File: config.mk
export PLATFORM = sky130hd
export DESIGN_NAME = ldpc_check_node
export DESIGN_NICKNAME = d
export VERILOG_FILES = /design/src/source/ldpc_pkg.sv /design/src/source/ldpc_offset_config.sv /design/src/source/ldpc_sign_magnitude.sv /design/src/source/ldpc_minimum.sv /design/src/source/ldpc_delay_line.sv /design/src/source/ldpc_min_pair.sv /design/src/source/ldpc_message_update.sv /design/src/source/ldpc_check_node.sv
export SDC_FILE = /design/constraint.sdc
export NUM_CORES = 1
export LEC_CHECK = 0
export CAP_MARGIN = 20
export CORE_MARGIN = 2
export CORE_UTILIZATION = 40
export CTS_CLUSTER_DIAMETER = 120
export DETAILED_ROUTE_END_ITERATION = 10
export DONT_BUFFER_PORTS = 1
export HOLD_SLACK_MARGIN = 0.06
export PLACE_DENSITY = 0.54
export SKIP_CTS_REPAIR_TIMING = 1
export SYNTH_ARGS = -nofsm -noshare
export SYNTH_HDL_FRONTEND = slang
export SYNTH_HIERARCHICAL = 1
export SYNTH_SLANG_ARGS = --single-unit
File: constraint.sdc
create_clock -name i_clock -period 8 [get_ports i_clock]
set_input_delay 0.8 -clock i_clock [delete_from_list [all_inputs] [get_ports i_clock]]
set_output_delay 0.8 -clock i_clock [all_outputs]
set_load 0.05 [all_outputs]
File: src/source/ldpc_pkg.sv
// ~~~~~~~~~~~~~~~~~~~~~~~~~~~~~~
// LDPC check-node definitions
// Degree, stage latencies and configuration register addresses
// ~~~~~~~~~~~~~~~~~~~~~~~~~~~~~~

package ldpc_pkg;

    // Edges per check node, fixed by the eight-input minimum tree
    localparam int CHECK_DEGREE = 8;

    // Cycles through one minimum tree
    localparam int MINIMUM_LATENCY = 3;

    // Cycles from i_valid to o_valid
    // 1 sign/magnitude + 2 x 3 minimum trees + 1 message update
    localparam int PIPELINE_LATENCY = 8;

    // Configuration register addresses
    typedef enum logic [0:0] {
        CONFIG_OFFSET = 1'b0,
        CONFIG_LIMIT  = 1'b1
    } config_address_t;

endpackage : ldpc_pkg

File: src/source/ldpc_offset_config.sv
// ~~~~~~~~~~~~~~~~~~~~~~~~~~~~~~
// Offset min-sum configuration registers
// Holds the magnitude offset and the output magnitude limit
// ~~~~~~~~~~~~~~~~~~~~~~~~~~~~~~

`timescale 1ns/1ps

`default_nettype none

module ldpc_offset_config #(
    parameter integer MAGNITUDE_WIDTH = 7
) (
    input  wire logic                          i_clock,
    input  wire logic                          i_reset,
    input  wire logic                          i_config_write,
    input  wire ldpc_pkg::config_address_t     i_config_address,
    input  wire logic [MAGNITUDE_WIDTH-1:0]    i_config_data,
    output      logic [MAGNITUDE_WIDTH-1:0]    o_offset,
    output      logic [MAGNITUDE_WIDTH-1:0]    o_limit
);

    // Offset defaults to plain min-sum, limit to no clamping
    always_ff @(posedge i_clock) begin
        if (i_reset == 1'b1) begin
            o_offset <= '0;
            o_limit  <= '1;
        end else if (i_config_write == 1'b1) begin
            case (i_config_address)
                ldpc_pkg::CONFIG_OFFSET: begin
                    o_offset <= i_config_data;
                end
                ldpc_pkg::CONFIG_LIMIT: begin
                    o_limit <= i_config_data;
                end
            endcase
        end
    end

endmodule : ldpc_offset_config

`default_nettype wire

File: src/source/ldpc_sign_magnitude.sv
// ~~~~~~~~~~~~~~~~~~~~~~~~~~~~~~
// Sign/magnitude split of eight LLR messages
// Registers saturated magnitudes, signs and sign parity
// ~~~~~~~~~~~~~~~~~~~~~~~~~~~~~~

`timescale 1ns/1ps

`default_nettype none

module ldpc_sign_magnitude #(
    parameter integer LLR_WIDTH       = 8,
    parameter integer MAGNITUDE_WIDTH = 7
) (
    input  wire logic                                                i_clock,
    input  wire logic                                                i_reset,
    input  wire logic                                                i_valid,
    input  wire logic [ldpc_pkg::CHECK_DEGREE*LLR_WIDTH-1:0]         i_llr,
    output      logic                                                o_valid,
    output      logic [ldpc_pkg::CHECK_DEGREE*MAGNITUDE_WIDTH-1:0]   o_magnitude,
    output      logic [ldpc_pkg::CHECK_DEGREE-1:0]                   o_sign,
    output      logic                                                o_parity
);

    logic [ldpc_pkg::CHECK_DEGREE*MAGNITUDE_WIDTH-1:0] magnitude_next;
    logic [ldpc_pkg::CHECK_DEGREE-1:0]                 sign_next;
    logic [MAGNITUDE_WIDTH-1:0]                        low_bits [ldpc_pkg::CHECK_DEGREE];

    always_comb begin
        for (int k = 0; k < ldpc_pkg::CHECK_DEGREE; k++) begin
            sign_next[k] = i_llr[k*LLR_WIDTH + LLR_WIDTH - 1];
            low_bits[k]  = i_llr[k*LLR_WIDTH +: MAGNITUDE_WIDTH];
            if (sign_next[k] == 1'b0) begin
                magnitude_next[k*MAGNITUDE_WIDTH +: MAGNITUDE_WIDTH] = low_bits[k];
            end else if (low_bits[k] == '0) begin
                // Most negative value has no positive twin, saturate
                magnitude_next[k*MAGNITUDE_WIDTH +: MAGNITUDE_WIDTH] = '1;
            end else begin
                magnitude_next[k*MAGNITUDE_WIDTH +: MAGNITUDE_WIDTH] = ~low_bits[k] + 1'b1;
            end
        end
    end

    always_ff @(posedge i_clock) begin
        if (i_reset == 1'b1) begin
            o_valid     <= 1'b0;
            o_magnitude <= '0;
            o_sign      <= '0;
            o_parity    <= 1'b0;
        end else begin
            o_valid     <= i_valid;
            o_magnitude <= magnitude_next;
            o_sign      <= sign_next;
            o_parity    <= ^sign_next;
        end
    end

endmodule : ldpc_sign_magnitude

`default_nettype wire

File: src/source/ldpc_minimum.sv
// ~~~~~~~~~~~~~~~~~~~~~~~~~~~~~~
// Unsigned minimum of eight values in three cycles
// Also returns the one-hot location of the winner
// ~~~~~~~~~~~~~~~~~~~~~~~~~~~~~~

`timescale 1ns/1ps

`default_nettype none

module ldpc_minimum #(
    parameter integer WIDTH = 16
) (
    input  wire logic               i_clock,
    input  wire logic               i_reset,
    input  wire logic [8*WIDTH-1:0] i_in_data,
    output      logic [WIDTH-1:0]   o_out_data,
    output      logic [7:0]         o_min_location
);

    // Input lanes, lane 0 in the low bits
    logic [WIDTH-1:0] lane [8];

    // Stage 0, four pairs
    logic [3:0]       pair_test;
    logic [WIDTH-1:0] pair_min_r0 [4];
    logic [1:0]       pair_loc_r0 [4];

    // Stage 1, two quads
    logic [1:0]       quad_test;
    logic [WIDTH-1:0] quad_min_r1 [2];
    logic [3:0]       quad_loc_r1 [2];

    // Stage 2, final pick
    logic             final_test;

    // Strict less-than, so a tie goes to the higher-indexed side
    always_comb begin
        for (int i = 0; i < 8; i++) begin
            lane[i] = i_in_data[i*WIDTH +: WIDTH];
        end
        for (int p = 0; p < 4; p++) begin
            pair_test[p] = (lane[2*p] < lane[2*p+1]);
        end
        for (int q = 0; q < 2; q++) begin
            quad_test[q] = (pair_min_r0[2*q] < pair_min_r0[2*q+1]);
        end
        final_test = (quad_min_r1[0] < quad_min_r1[1]);
    end

    always_ff @(posedge i_clock) begin
        if (i_reset == 1'b1) begin
            for (int p = 0; p < 4; p++) begin
                pair_min_r0[p] <= '0;
                pair_loc_r0[p] <= 2'b00;
            end
            for (int q = 0; q < 2; q++) begin
                quad_min_r1[q] <= '0;
                quad_loc_r1[q] <= 4'b0000;
            end
            o_out_data     <= '0;
            o_min_location <= 8'h00;
        end else begin
            // Stage 0, each pair uses its own comparison
            for (int p = 0; p < 4; p++) begin
                pair_min_r0[p] <= pair_test[p] ? lane[2*p] : lane[2*p+1];
                pair_loc_r0[p] <= pair_test[p] ? 2'b01 : 2'b10;
            end

            // Stage 1
            for (int q = 0; q < 2; q++) begin
                quad_min_r1[q] <= quad_test[q] ? pair_min_r0[2*q] : pair_min_r0[2*q+1];
                quad_loc_r1[q] <= quad_test[q] ? {2'b00, pair_loc_r0[2*q]}
                                               : {pair_loc_r0[2*q+1], 2'b00};
            end

            // Stage 2
            o_out_data     <= final_test ? quad_min_r1[0] : quad_min_r1[1];
            o_min_location <= final_test ? {4'b0000, quad_loc_r1[0]}
                                         : {quad_loc_r1[1], 4'b0000};
        end
    end

endmodule : ldpc_minimum

`default_nettype wire

File: src/source/ldpc_delay_line.sv
// ~~~~~~~~~~~~~~~~~~~~~~~~~~~~~~
// Fixed-depth register chain for any payload type
// ~~~~~~~~~~~~~~~~~~~~~~~~~~~~~~

`timescale 1ns/1ps

`default_nettype none

module ldpc_delay_line #(
    parameter type    PAYLOAD_TYPE = logic [7:0],
    parameter integer DEPTH        = 3
) (
    input  wire logic        i_clock,
    input  wire logic        i_reset,
    input  wire PAYLOAD_TYPE i_data,
    output      PAYLOAD_TYPE o_data
);

    PAYLOAD_TYPE stage_q [DEPTH];

    always_ff @(posedge i_clock) begin
        if (i_reset == 1'b1) begin
            for (int i = 0; i < DEPTH; i++) begin
                stage_q[i] <= '0;
            end
        end else begin
            stage_q[0] <= i_data;
            for (int i = 1; i < DEPTH; i++) begin
                stage_q[i] <= stage_q[i-1];
            end
        end
    end

    assign o_data = stage_q[DEPTH-1];

endmodule : ldpc_delay_line

`default_nettype wire

File: src/source/ldpc_min_pair.sv
// ~~~~~~~~~~~~~~~~~~~~~~~~~~~~~~
// First and second minimum of eight magnitudes
// Two minimum trees in series, second one on a masked copy
// ~~~~~~~~~~~~~~~~~~~~~~~~~~~~~~

`timescale 1ns/1ps

`default_nettype none

module ldpc_min_pair #(
    parameter integer MAGNITUDE_WIDTH = 7
) (
    input  wire logic                                              i_clock,
    input  wire logic                                              i_reset,
    input  wire logic [ldpc_pkg::CHECK_DEGREE*MAGNITUDE_WIDTH-1:0] i_magnitude,
    output      logic [MAGNITUDE_WIDTH-1:0]                        o_min1,
    output      logic [MAGNITUDE_WIDTH-1:0]                        o_min2,
    output      logic [ldpc_pkg::CHECK_DEGREE-1:0]                 o_location
);

    localparam integer VECTOR_WIDTH = ldpc_pkg::CHECK_DEGREE * MAGNITUDE_WIDTH;
    localparam integer FIRST_WIDTH  = MAGNITUDE_WIDTH + ldpc_pkg::CHECK_DEGREE;

    typedef logic [VECTOR_WIDTH-1:0] vector_t;
    typedef logic [FIRST_WIDTH-1:0]  first_t;

    logic [MAGNITUDE_WIDTH-1:0]        min1_early;
    logic [ldpc_pkg::CHECK_DEGREE-1:0] location_early;
    vector_t                           magnitude_delayed;
    vector_t                           magnitude_masked;
    first_t                            first_delayed;

    ldpc_minimum #(
        .WIDTH(MAGNITUDE_WIDTH)
    ) first_tree (
        .i_clock        (i_clock),
        .i_reset        (i_reset),
        .i_in_data      (i_magnitude),
        .o_out_data     (min1_early),
        .o_min_location (location_early)
    );

    // Keeps the magnitudes in step with the first tree
    ldpc_delay_line #(
        .PAYLOAD_TYPE (vector_t),
        .DEPTH        (ldpc_pkg::MINIMUM_LATENCY)
    ) magnitude_delay (
        .i_clock (i_clock),
        .i_reset (i_reset),
        .i_data  (i_magnitude),
        .o_data  (magnitude_delayed)
    );

    // Winner forced to all ones so the second tree finds the runner-up
    always_comb begin
        for (int k = 0; k < ldpc_pkg::CHECK_DEGREE; k++) begin
            magnitude_masked[k*MAGNITUDE_WIDTH +: MAGNITUDE_WIDTH] =
                location_early[k] ? {MAGNITUDE_WIDTH{1'b1}}
                                  : magnitude_delayed[k*MAGNITUDE_WIDTH +: MAGNITUDE_WIDTH];
        end
    end

    ldpc_minimum #(
        .WIDTH(MAGNITUDE_WIDTH)
    ) second_tree (
        .i_clock        (i_clock),
        .i_reset        (i_reset),
        .i_in_data      (magnitude_masked),
        .o_out_data     (o_min2),
        .o_min_location ()
    );

    ldpc_delay_line #(
        .PAYLOAD_TYPE (first_t),
        .DEPTH        (ldpc_pkg::MINIMUM_LATENCY)
    ) first_delay (
        .i_clock (i_clock),
        .i_reset (i_reset),
        .i_data  ({min1_early, location_early}),
        .o_data  (first_delayed)
    );

    assign o_min1     = first_delayed[FIRST_WIDTH-1 -: MAGNITUDE_WIDTH];
    assign o_location = first_delayed[ldpc_pkg::CHECK_DEGREE-1:0];

endmodule : ldpc_min_pair

`default_nettype wire

File: src/source/ldpc_message_update.sv
// ~~~~~~~~~~~~~~~~~~~~~~~~~~~~~~
// Outgoing check-to-variable messages
// Offset, floor, limit clamp and extrinsic sign per edge
// ~~~~~~~~~~~~~~~~~~~~~~~~~~~~~~

`timescale 1ns/1ps

`default_nettype none

module ldpc_message_update #(
    parameter integer MAGNITUDE_WIDTH = 7
) (
    input  wire logic                                                  i_clock,
    input  wire logic                                                  i_reset,
    input  wire logic                                                  i_valid,
    input  wire logic [MAGNITUDE_WIDTH-1:0]                            i_min1,
    input  wire logic [MAGNITUDE_WIDTH-1:0]                            i_min2,
    input  wire logic [ldpc_pkg::CHECK_DEGREE-1:0]                     i_location,
    input  wire logic [ldpc_pkg::CHECK_DEGREE-1:0]                     i_sign,
    input  wire logic                                                  i_parity,
    input  wire logic [MAGNITUDE_WIDTH-1:0]                            i_offset,
    input  wire logic [MAGNITUDE_WIDTH-1:0]                            i_limit,
    output      logic                                                  o_valid,
    output      logic [ldpc_pkg::CHECK_DEGREE*(MAGNITUDE_WIDTH+1)-1:0] o_message
);

    localparam integer LLR_WIDTH = MAGNITUDE_WIDTH + 1;

    logic [MAGNITUDE_WIDTH-1:0]                  base    [ldpc_pkg::CHECK_DEGREE];
    logic [MAGNITUDE_WIDTH-1:0]                  reduced [ldpc_pkg::CHECK_DEGREE];
    logic [MAGNITUDE_WIDTH-1:0]                  clamped [ldpc_pkg::CHECK_DEGREE];
    logic [ldpc_pkg::CHECK_DEGREE*LLR_WIDTH-1:0] message_next;

    always_comb begin
        for (int k = 0; k < ldpc_pkg::CHECK_DEGREE; k++) begin
            // Own edge holds min1, so it sees min2 instead
            base[k]    = i_location[k] ? i_min2 : i_min1;
            reduced[k] = (base[k] > i_offset) ? base[k] - i_offset : '0;
            clamped[k] = (reduced[k] > i_limit) ? i_limit : reduced[k];
            // Parity XOR own sign leaves the product of the other seven
            if ((i_parity ^ i_sign[k]) == 1'b1) begin
                message_next[k*LLR_WIDTH +: LLR_WIDTH] = ~{1'b0, clamped[k]} + 1'b1;
            end else begin
                message_next[k*LLR_WIDTH +: LLR_WIDTH] = {1'b0, clamped[k]};
            end
        end
    end

    always_ff @(posedge i_clock) begin
        if (i_reset == 1'b1) begin
            o_valid   <= 1'b0;
            o_message <= '0;
        end else begin
            o_valid   <= i_valid;
            o_message <= message_next;
        end
    end

endmodule : ldpc_message_update

`default_nettype wire

File: src/source/ldpc_check_node.sv
// ~~~~~~~~~~~~~~~~~~~~~~~~~~~~~~
// Offset min-sum check node, degree 8
// Fully pipelined, 8 cycles from i_valid to o_valid
// ~~~~~~~~~~~~~~~~~~~~~~~~~~~~~~

`timescale 1ns/1ps

`default_nettype none

module ldpc_check_node #(
    parameter integer LLR_WIDTH = 8
) (
    input  wire logic                                            i_clock,
    input  wire logic                                            i_reset,
    input  wire logic [ldpc_pkg::CHECK_DEGREE*LLR_WIDTH-1:0]     i_llr,
    input  wire logic                                            i_valid,
    output      logic [ldpc_pkg::CHECK_DEGREE*LLR_WIDTH-1:0]     o_message,
    output      logic                                            o_valid,
    input  wire logic                                            i_config_write,
    input  wire ldpc_pkg::config_address_t                       i_config_address,
    input  wire logic [LLR_WIDTH-2:0]                            i_config_data
);

    localparam integer MAGNITUDE_WIDTH = LLR_WIDTH - 1;

    // Valid, parity and signs ride together past the minimum trees
    typedef logic [ldpc_pkg::CHECK_DEGREE+1:0] sign_payload_t;

    logic [MAGNITUDE_WIDTH-1:0]                        offset;
    logic [MAGNITUDE_WIDTH-1:0]                        limit;
    logic                                              split_valid;
    logic [ldpc_pkg::CHECK_DEGREE*MAGNITUDE_WIDTH-1:0] split_magnitude;
    logic [ldpc_pkg::CHECK_DEGREE-1:0]                 split_sign;
    logic                                              split_parity;
    logic [MAGNITUDE_WIDTH-1:0]                        min1;
    logic [MAGNITUDE_WIDTH-1:0]                        min2;
    logic [ldpc_pkg::CHECK_DEGREE-1:0]                 location;
    sign_payload_t                                     sign_delayed;

    ldpc_offset_config #(
        .MAGNITUDE_WIDTH(MAGNITUDE_WIDTH)
    ) config_regs (
        .i_clock          (i_clock),
        .i_reset          (i_reset),
        .i_config_write   (i_config_write),
        .i_config_address (i_config_address),
        .i_config_data    (i_config_data),
        .o_offset         (offset),
        .o_limit          (limit)
    );

    ldpc_sign_magnitude #(
        .LLR_WIDTH       (LLR_WIDTH),
        .MAGNITUDE_WIDTH (MAGNITUDE_WIDTH)
    ) sign_split (
        .i_clock     (i_clock),
        .i_reset     (i_reset),
        .i_valid     (i_valid),
        .i_llr       (i_llr),
        .o_valid     (split_valid),
        .o_magnitude (split_magnitude),
        .o_sign      (split_sign),
        .o_parity    (split_parity)
    );

    ldpc_min_pair #(
        .MAGNITUDE_WIDTH(MAGNITUDE_WIDTH)
    ) min_pair (
        .i_clock     (i_clock),
        .i_reset     (i_reset),
        .i_magnitude (split_magnitude),
        .o_min1      (min1),
        .o_min2      (min2),
        .o_location  (location)
    );

    // Matches the two minimum trees, six cycles
    ldpc_delay_line #(
        .PAYLOAD_TYPE (sign_payload_t),
        .DEPTH        (ldpc_pkg::PIPELINE_LATENCY - 2)
    ) sign_delay (
        .i_clock (i_clock),
        .i_reset (i_reset),
        .i_data  ({split_valid, split_parity, split_sign}),
        .o_data  (sign_delayed)
    );

    ldpc_message_update #(
        .MAGNITUDE_WIDTH(MAGNITUDE_WIDTH)
    ) message_update (
        .i_clock    (i_clock),
        .i_reset    (i_reset),
        .i_valid    (sign_delayed[ldpc_pkg::CHECK_DEGREE+1]),
        .i_min1     (min1),
        .i_min2     (min2),
        .i_location (location),
        .i_sign     (sign_delayed[ldpc_pkg::CHECK_DEGREE-1:0]),
        .i_parity   (sign_delayed[ldpc_pkg::CHECK_DEGREE]),
        .i_offset   (offset),
        .i_limit    (limit),
        .o_valid    (o_valid),
        .o_message  (o_message)
    );

endmodule : ldpc_check_node

`default_nettype wire

-- After elaboration in Yosys (flattened, before gate mapping)
Memories as Yosys holds them, arrays and structs flattened. A register that Yosys moved wholly into a read port is not among the register bits.
Index checks and enable logic that the tools add are counted.
- register bits after elaboration: 159
- output and inout bits: 65
- bits in writable memories: 373
- input bits: 76
- word-level logic and storage cells: 275
- memories kept: 9
- memories (memory ; words ; bits a word ; read ports ; clocked after memory_dff ; write ports ; RTL line ; source):
    min_pair.magnitude_delay.stage_q ; 3 ; 56 ; 3 ; 0 ; 3 ; ldpc_delay_line.sv:19 ; PAYLOAD_TYPE stage_q [DEPTH];
    sign_delay.stage_q ; 6 ; 10 ; 6 ; 0 ; 6 ; ldpc_delay_line.sv:19 ;
    min_pair.first_delay.stage_q ; 3 ; 15 ; 3 ; 0 ; 3 ; ldpc_delay_line.sv:19 ;
    min_pair.first_tree.pair_min_r0 ; 4 ; 7 ; 4 ; 0 ; 4 ; ldpc_minimum.sv:25 ; logic [WIDTH-1:0] pair_min_r0 [4];
    min_pair.second_tree.pair_min_r0 ; 4 ; 7 ; 4 ; 0 ; 4 ; ldpc_minimum.sv:25 ;
    min_pair.first_tree.quad_min_r1 ; 2 ; 7 ; 2 ; 0 ; 2 ; ldpc_minimum.sv:30 ; logic [WIDTH-1:0] quad_min_r1 [2];
    3 more memories ; -- ; -- ; -- ; -- ; -- ; -- ;
- bitwise logic cells: 64
- reduce and logical (&&, ||, !) cells: 21
- $lt $le $gt $ge: 30
- add/subtract/negate cells: 24
- multiplexer cells: 109
- operator list (operator ; number):
    $mux W7 ; 82
    $mux W56 ; 3
    $gt A7 B7 Y1 ; 16
    $lt A7 B7 Y1 ; 14
    $add A8 B1 Y8 const B ; 8
    $not A7 Y8 ; 8
    $mux W10 ; 6
    $add A7 B1 Y7 const B ; 8
    $logic_not A7 Y1 ; 8
    $not A7 Y7 ; 8
    $sub A7 B7 Y7 ; 8
    $mux W15 ; 3
    $or A1 B1 Y1 ; 30
    $reduce_or A2 Y1 ; 10
    $mux W2 ; 8
    $mux W4 ; 4
    $not A1 Y1 ; 10
    $reduce_xor A8 Y1 ; 1
    $xor A1 B1 Y1 ; 8
    $reduce_and A2 Y1 ; 2
    $mux W1 ; 3

-- Logic depth before layout (Yosys ltp)
An unclocked memory read counts as a cell.
- depth after elaboration: 9
- mapped depth: 24

-- Cells and area by module
The synthesis kept the hierarchy.
- by module, submodules not included (module ; seq. area each (um2) ; cells each ; area an instance (um2) ; instances):
    ldpc_message_update ; 1301.2 ; 1203 ; 9623.0 ; 1
    ldpc_delay_line (min_pair.magnitude_delay) ; 3363.2 ; 410 ; 4929.7 ; 1
    ldpc_minimum (min_pair.first_tree) ; 1461.4 ; 326 ; 3385.7 ; 1
    ldpc_minimum (min_pair.second_tree) ; 1461.4 ; 329 ; 3367.0 ; 1
    ldpc_sign_magnitude ; 1321.3 ; 337 ; 3120.5 ; 1
    ldpc_delay_line (sign_delay) ; 1201.2 ; 136 ; 1681.6 ; 1
    ldpc_delay_line (min_pair.first_delay) ; 900.9 ; 109 ; 1315.0 ; 1
    ldpc_offset_config ; 280.3 ; 55 ; 594.3 ; 1
    ldpc_min_pair ; 0.0 ; 56 ; 350.3 ; 1

-- Worst setup path after synthesis
OpenSTA, ideal clock, no wires.
- path type: register -> register
- start: memory min_pair/first_delay/stage_q[0][36] in the netlist's numbering
- end: register message_update/o_message[54] in the netlist's numbering
- clock period less this slack: 4649 ps
- buffers on the path: 2
- arrival: 4584 ps
- setup slack: 3351 ps
- cell stages (with the launch flop): 22
- cells stage by stage: dfxtp_1 -> buf_4 -> clkbuf_1 -> mux2i_1 -> ha_1 -> inv_1 -> fa_1 -> a211oi_1 -> nor4b_1 -> nand4b_1 -> and2_1 -> ha_1 -> nand4_1 -> a21oi_1 -> nor4_4 -> nor2_2 -> mux2i_1 -> ha_1 -> o21ai_0 -> o21a_1 -> o41a_1 -> nand4b_1
- RTL lines (item ; RTL line ; source):
    start: declaration ; ldpc_delay_line.sv:19 ;
    end signal: assignment ; ldpc_message_update.sv:55 ; o_message <= message_next;
    end: declaration ; ldpc_message_update.sv:24 ; output logic [ldpc_pkg::CHECK_DEGREE*(MAGNITUDE_WIDTH+1)-1:0] o_message

==> key figures <==
Run status
  – Status: complete, no violations

Synthesis
  – Netlist Area Pre-Place: 27,800 um^2
  – Syn avg cell area: 9.51 um^2
  – Post-synthesis cell count: 2,921
  – Post-synthesis net count: 3,233
  – Ys Warns: 6

Drt
  – DRC viols: 0
  – Remaining antenna violation count: 0
  – Routed vias: 20,200
  – DR WL/cell: 18.1 um
  – Avg Vias per Cell: 5.34
  – Routed wire length: 68,500 um
  – Router iterations before antenna repair: 5
  – 1st-iter DRT viols: ~1,300

Final layout
  – Final instance area: 29,800 um^2
  – Area growth, synth to finish: 7.42%
  – Fill count: about 6,600
  – Nets@finish: 3,111
  – Finished Core Util: 43.4%
  – Final Instance Count excl. Fillers: ~3,800
  – ANT cells: 0
  – Share of layout cells above drive strength 1: under 10%

Setup path
  – Startpoint Class: register
  – Worst r2r src: min_pair/first_delay/stage_q[0][35]
  – CP max FO: 9
  – Delay-heaviest family, CP: compound AO/OA/AOI/OAI gates
  – RR Endpoint: message_update/o_message[46]
  – WP buf/inv: 1
  – Crit-path cells: mux2_2, ha_1, a21oi_1, a21oi_1, o21ai_1, a21oi_1, ha_1, nand2_1, o21ai_0, o21a_1, nor2_1, a21oi_1, ha_1, inv_1, o41ai_2, a31oi_1, xor2_1, nor2_1
  – Crit-path max cell delay: 0.52 ns
  – Slowest-stage cell, CP: dfxtp_1
  – Critical Path End: message_update/o_message[46]
  – Critical path class: reg2reg
  – FF-to-FF setup slack: between 2 and 3 ns
  – Stages on the worst setup path: 18
  – CP endpoint kind: register
  – WP data required: 8.45 ns
  – Worst Setup SP: min_pair/first_delay/stage_q[0][35]
  – R2R cell count: 18
  – Critical path arrival: 5.80 ns
  – CP dominant cell by count: a21oi_1

Placed design
  – Placed inst area: 27,700 um^2
  – Buffers on Ports: 0
  – Placed insts: 3,671
  – Hpwl dp: 51,200 um
  – Placement Setup Slack: between 2 and 3 ns
  – Gpl congestion: 0.919

Job
  – Max_cap viols: 0

Clock network
  – Root buffer cell: clkbuf_16
  – Clock tree buffer depth: 3
  – Skew-Pair Late Insertion Delay: between 0.6 and 0.7 ns
  – CTS sink count: 540
  – Clk pin slew, worst setup/hold paths: approximately 0.060 ns
  – CTS tree: done
  – CTS buffer count: 57
  – H-tree depth: 2

Floorplan
  – Initial Utilization: 40.4%
  – Die width: 268 um
  – I/O Pins: 141
  – Chip Height: between 200 and 300 um
  – Core outline area: 68,700 um^2
  – Rows: 96
  – Die area: 71,600 um^2

Global routing
  – GR Util met3: 2.86%
  – Layer with the highest usage: met2
  – Global Route Usage Sum: 18.9%
  – First-pass GRT wire length: between 100,000 and 150,000 um
  – GRT met2 Usage: 31.9%
  – Number of global-route vias before repair: approximately 20,000
  – Met1 Use GR: 24.7%
  – Grt ovf: 0
  – Largest net degree at the start of global routing: 467
  – Antenna violations before repair: 2

Timing
  – Setup ws final: 2.66 ns
  – Final setup fails: 0
  – Tcrit/Tclk final: 66.8%
  – Fmax: 0.187 GHz
  – Max-slew violations: 0
  – Worst-case clock skew: 0.0383 ns
  – RSZ-0062 raised after global routing: no
  – Slew headroom: 18.5%
  – Min Hold Slack: between 0.2 and 0.3 ns
  – Minimum clock period: 5.34 ns
  – Final setup TNS: 0 ns
  – Worst Max-Slew Pin Slew: roughly 1.2 ns
  – Final Hold Fails: 0

Pwr
  – Total power: 7.17 mW
  – Max VDD drop: 161 uV
  – PwrDens: about 240 nW/um^2
  – Leakage: between 10 and 15 nW

Min path
  – Worst Hold Class: in2reg
## layer usage
metal | share of wire, % | up-vias
li1 | - | 10000
met1 | 46 | 9619
met2 | 46 | 441
met3 | 4.3 | 122
met4 | 2.9 | 0
met5 | 0 | -
## sequential cells by signal, summed over array words and instances (netlist names), 28 cells and up
register                          flops
min_pair/magnitude_delay/stage_q    168
message_update/o_message             64
sign_delay/stage_q                   60
sign_split/o_magnitude               56
min_pair/first_delay/stage_q         45
min_pair/first_tree/pair_min_r0      28
min_pair/second_tree/pair_min_r0     28
## power breakdown
group          total, mW  switching (mW)  internal [mW]
Sequential          3.03           0.180           2.85
Clock               2.86            1.10           1.75
Combinational       1.28           0.762          0.519
Total               7.17            2.05           5.12
## worst min-delay path by stage
| stage | startpoint | to | slack [ns] | cells after the start |
|---|---|---|---|---|
| floorplan | min_pair/first_tree/quad_loc_r1[0][0] | min_pair/first_tree/o_min_location[0] | 0.41 | 1 |
| detailed placement | min_pair/first_tree/pair_loc_r0[1][0] | min_pair/first_tree/quad_loc_r1[0][2] | 0.41 | 1 |
| CTS | i_llr[15] | sign_split/o_magnitude[8] | 0.23 | 1 |
| finish | i_llr[15] | sign_split/o_magnitude[8] | 0.26 | 1 |
| global route | i_llr[15] | sign_split/o_magnitude[8] | 0.24 | 1 |
| global placement | min_pair/first_tree/quad_loc_r1[1][0] | min_pair/first_tree/o_min_location[4] | 0.42 | 1 |
## layout make-up
class                   instances  area, um^2  area share, %
well taps                     931        1160           3.90
clock inverters                35         538           1.80
multi-input cells            2023       15100           50.5
repair buffers                 12        90.1          0.302
clock buffers                  72        1560           5.24
flip-flops and latches        540       10800           36.2
inverters                     165         619           2.08
## layout by cell type (no fill, tap or decap), types with 10 or more instances in the layout
master / instances
a211o_1: 10
a211oi_1: 43
a211oi_4: 11
a21o_1: 21
a21oi_1: 176
a22o_1: 98
a311oi_1: 22
a31oi_1: 30
and2_1: 27
and3_1: 17
buf_4: 12
bufinv_16: 11
clkbuf_16: 57
clkinv_2: 13
dfxtp_1: 540
ha_1: 228
inv_1: 165
mux2_2: 55
mux2i_1: 40
nand2_1: 91
nand2b_1: 13
nand3_1: 22
nand3b_1: 31
nand4_1: 20
nor2_1: 179
nor2b_1: 313
nor3_1: 38
nor3b_1: 12
o211ai_1: 21
o21a_1: 39
o21ai_0: 62
o21ai_1: 39
o21bai_1: 15
o22ai_1: 16
o311ai_0: 13
or2_1: 61
or3_1: 19
xnor2_1: 33
xor2_1: 23
Power figures use the tool's default switching activity.
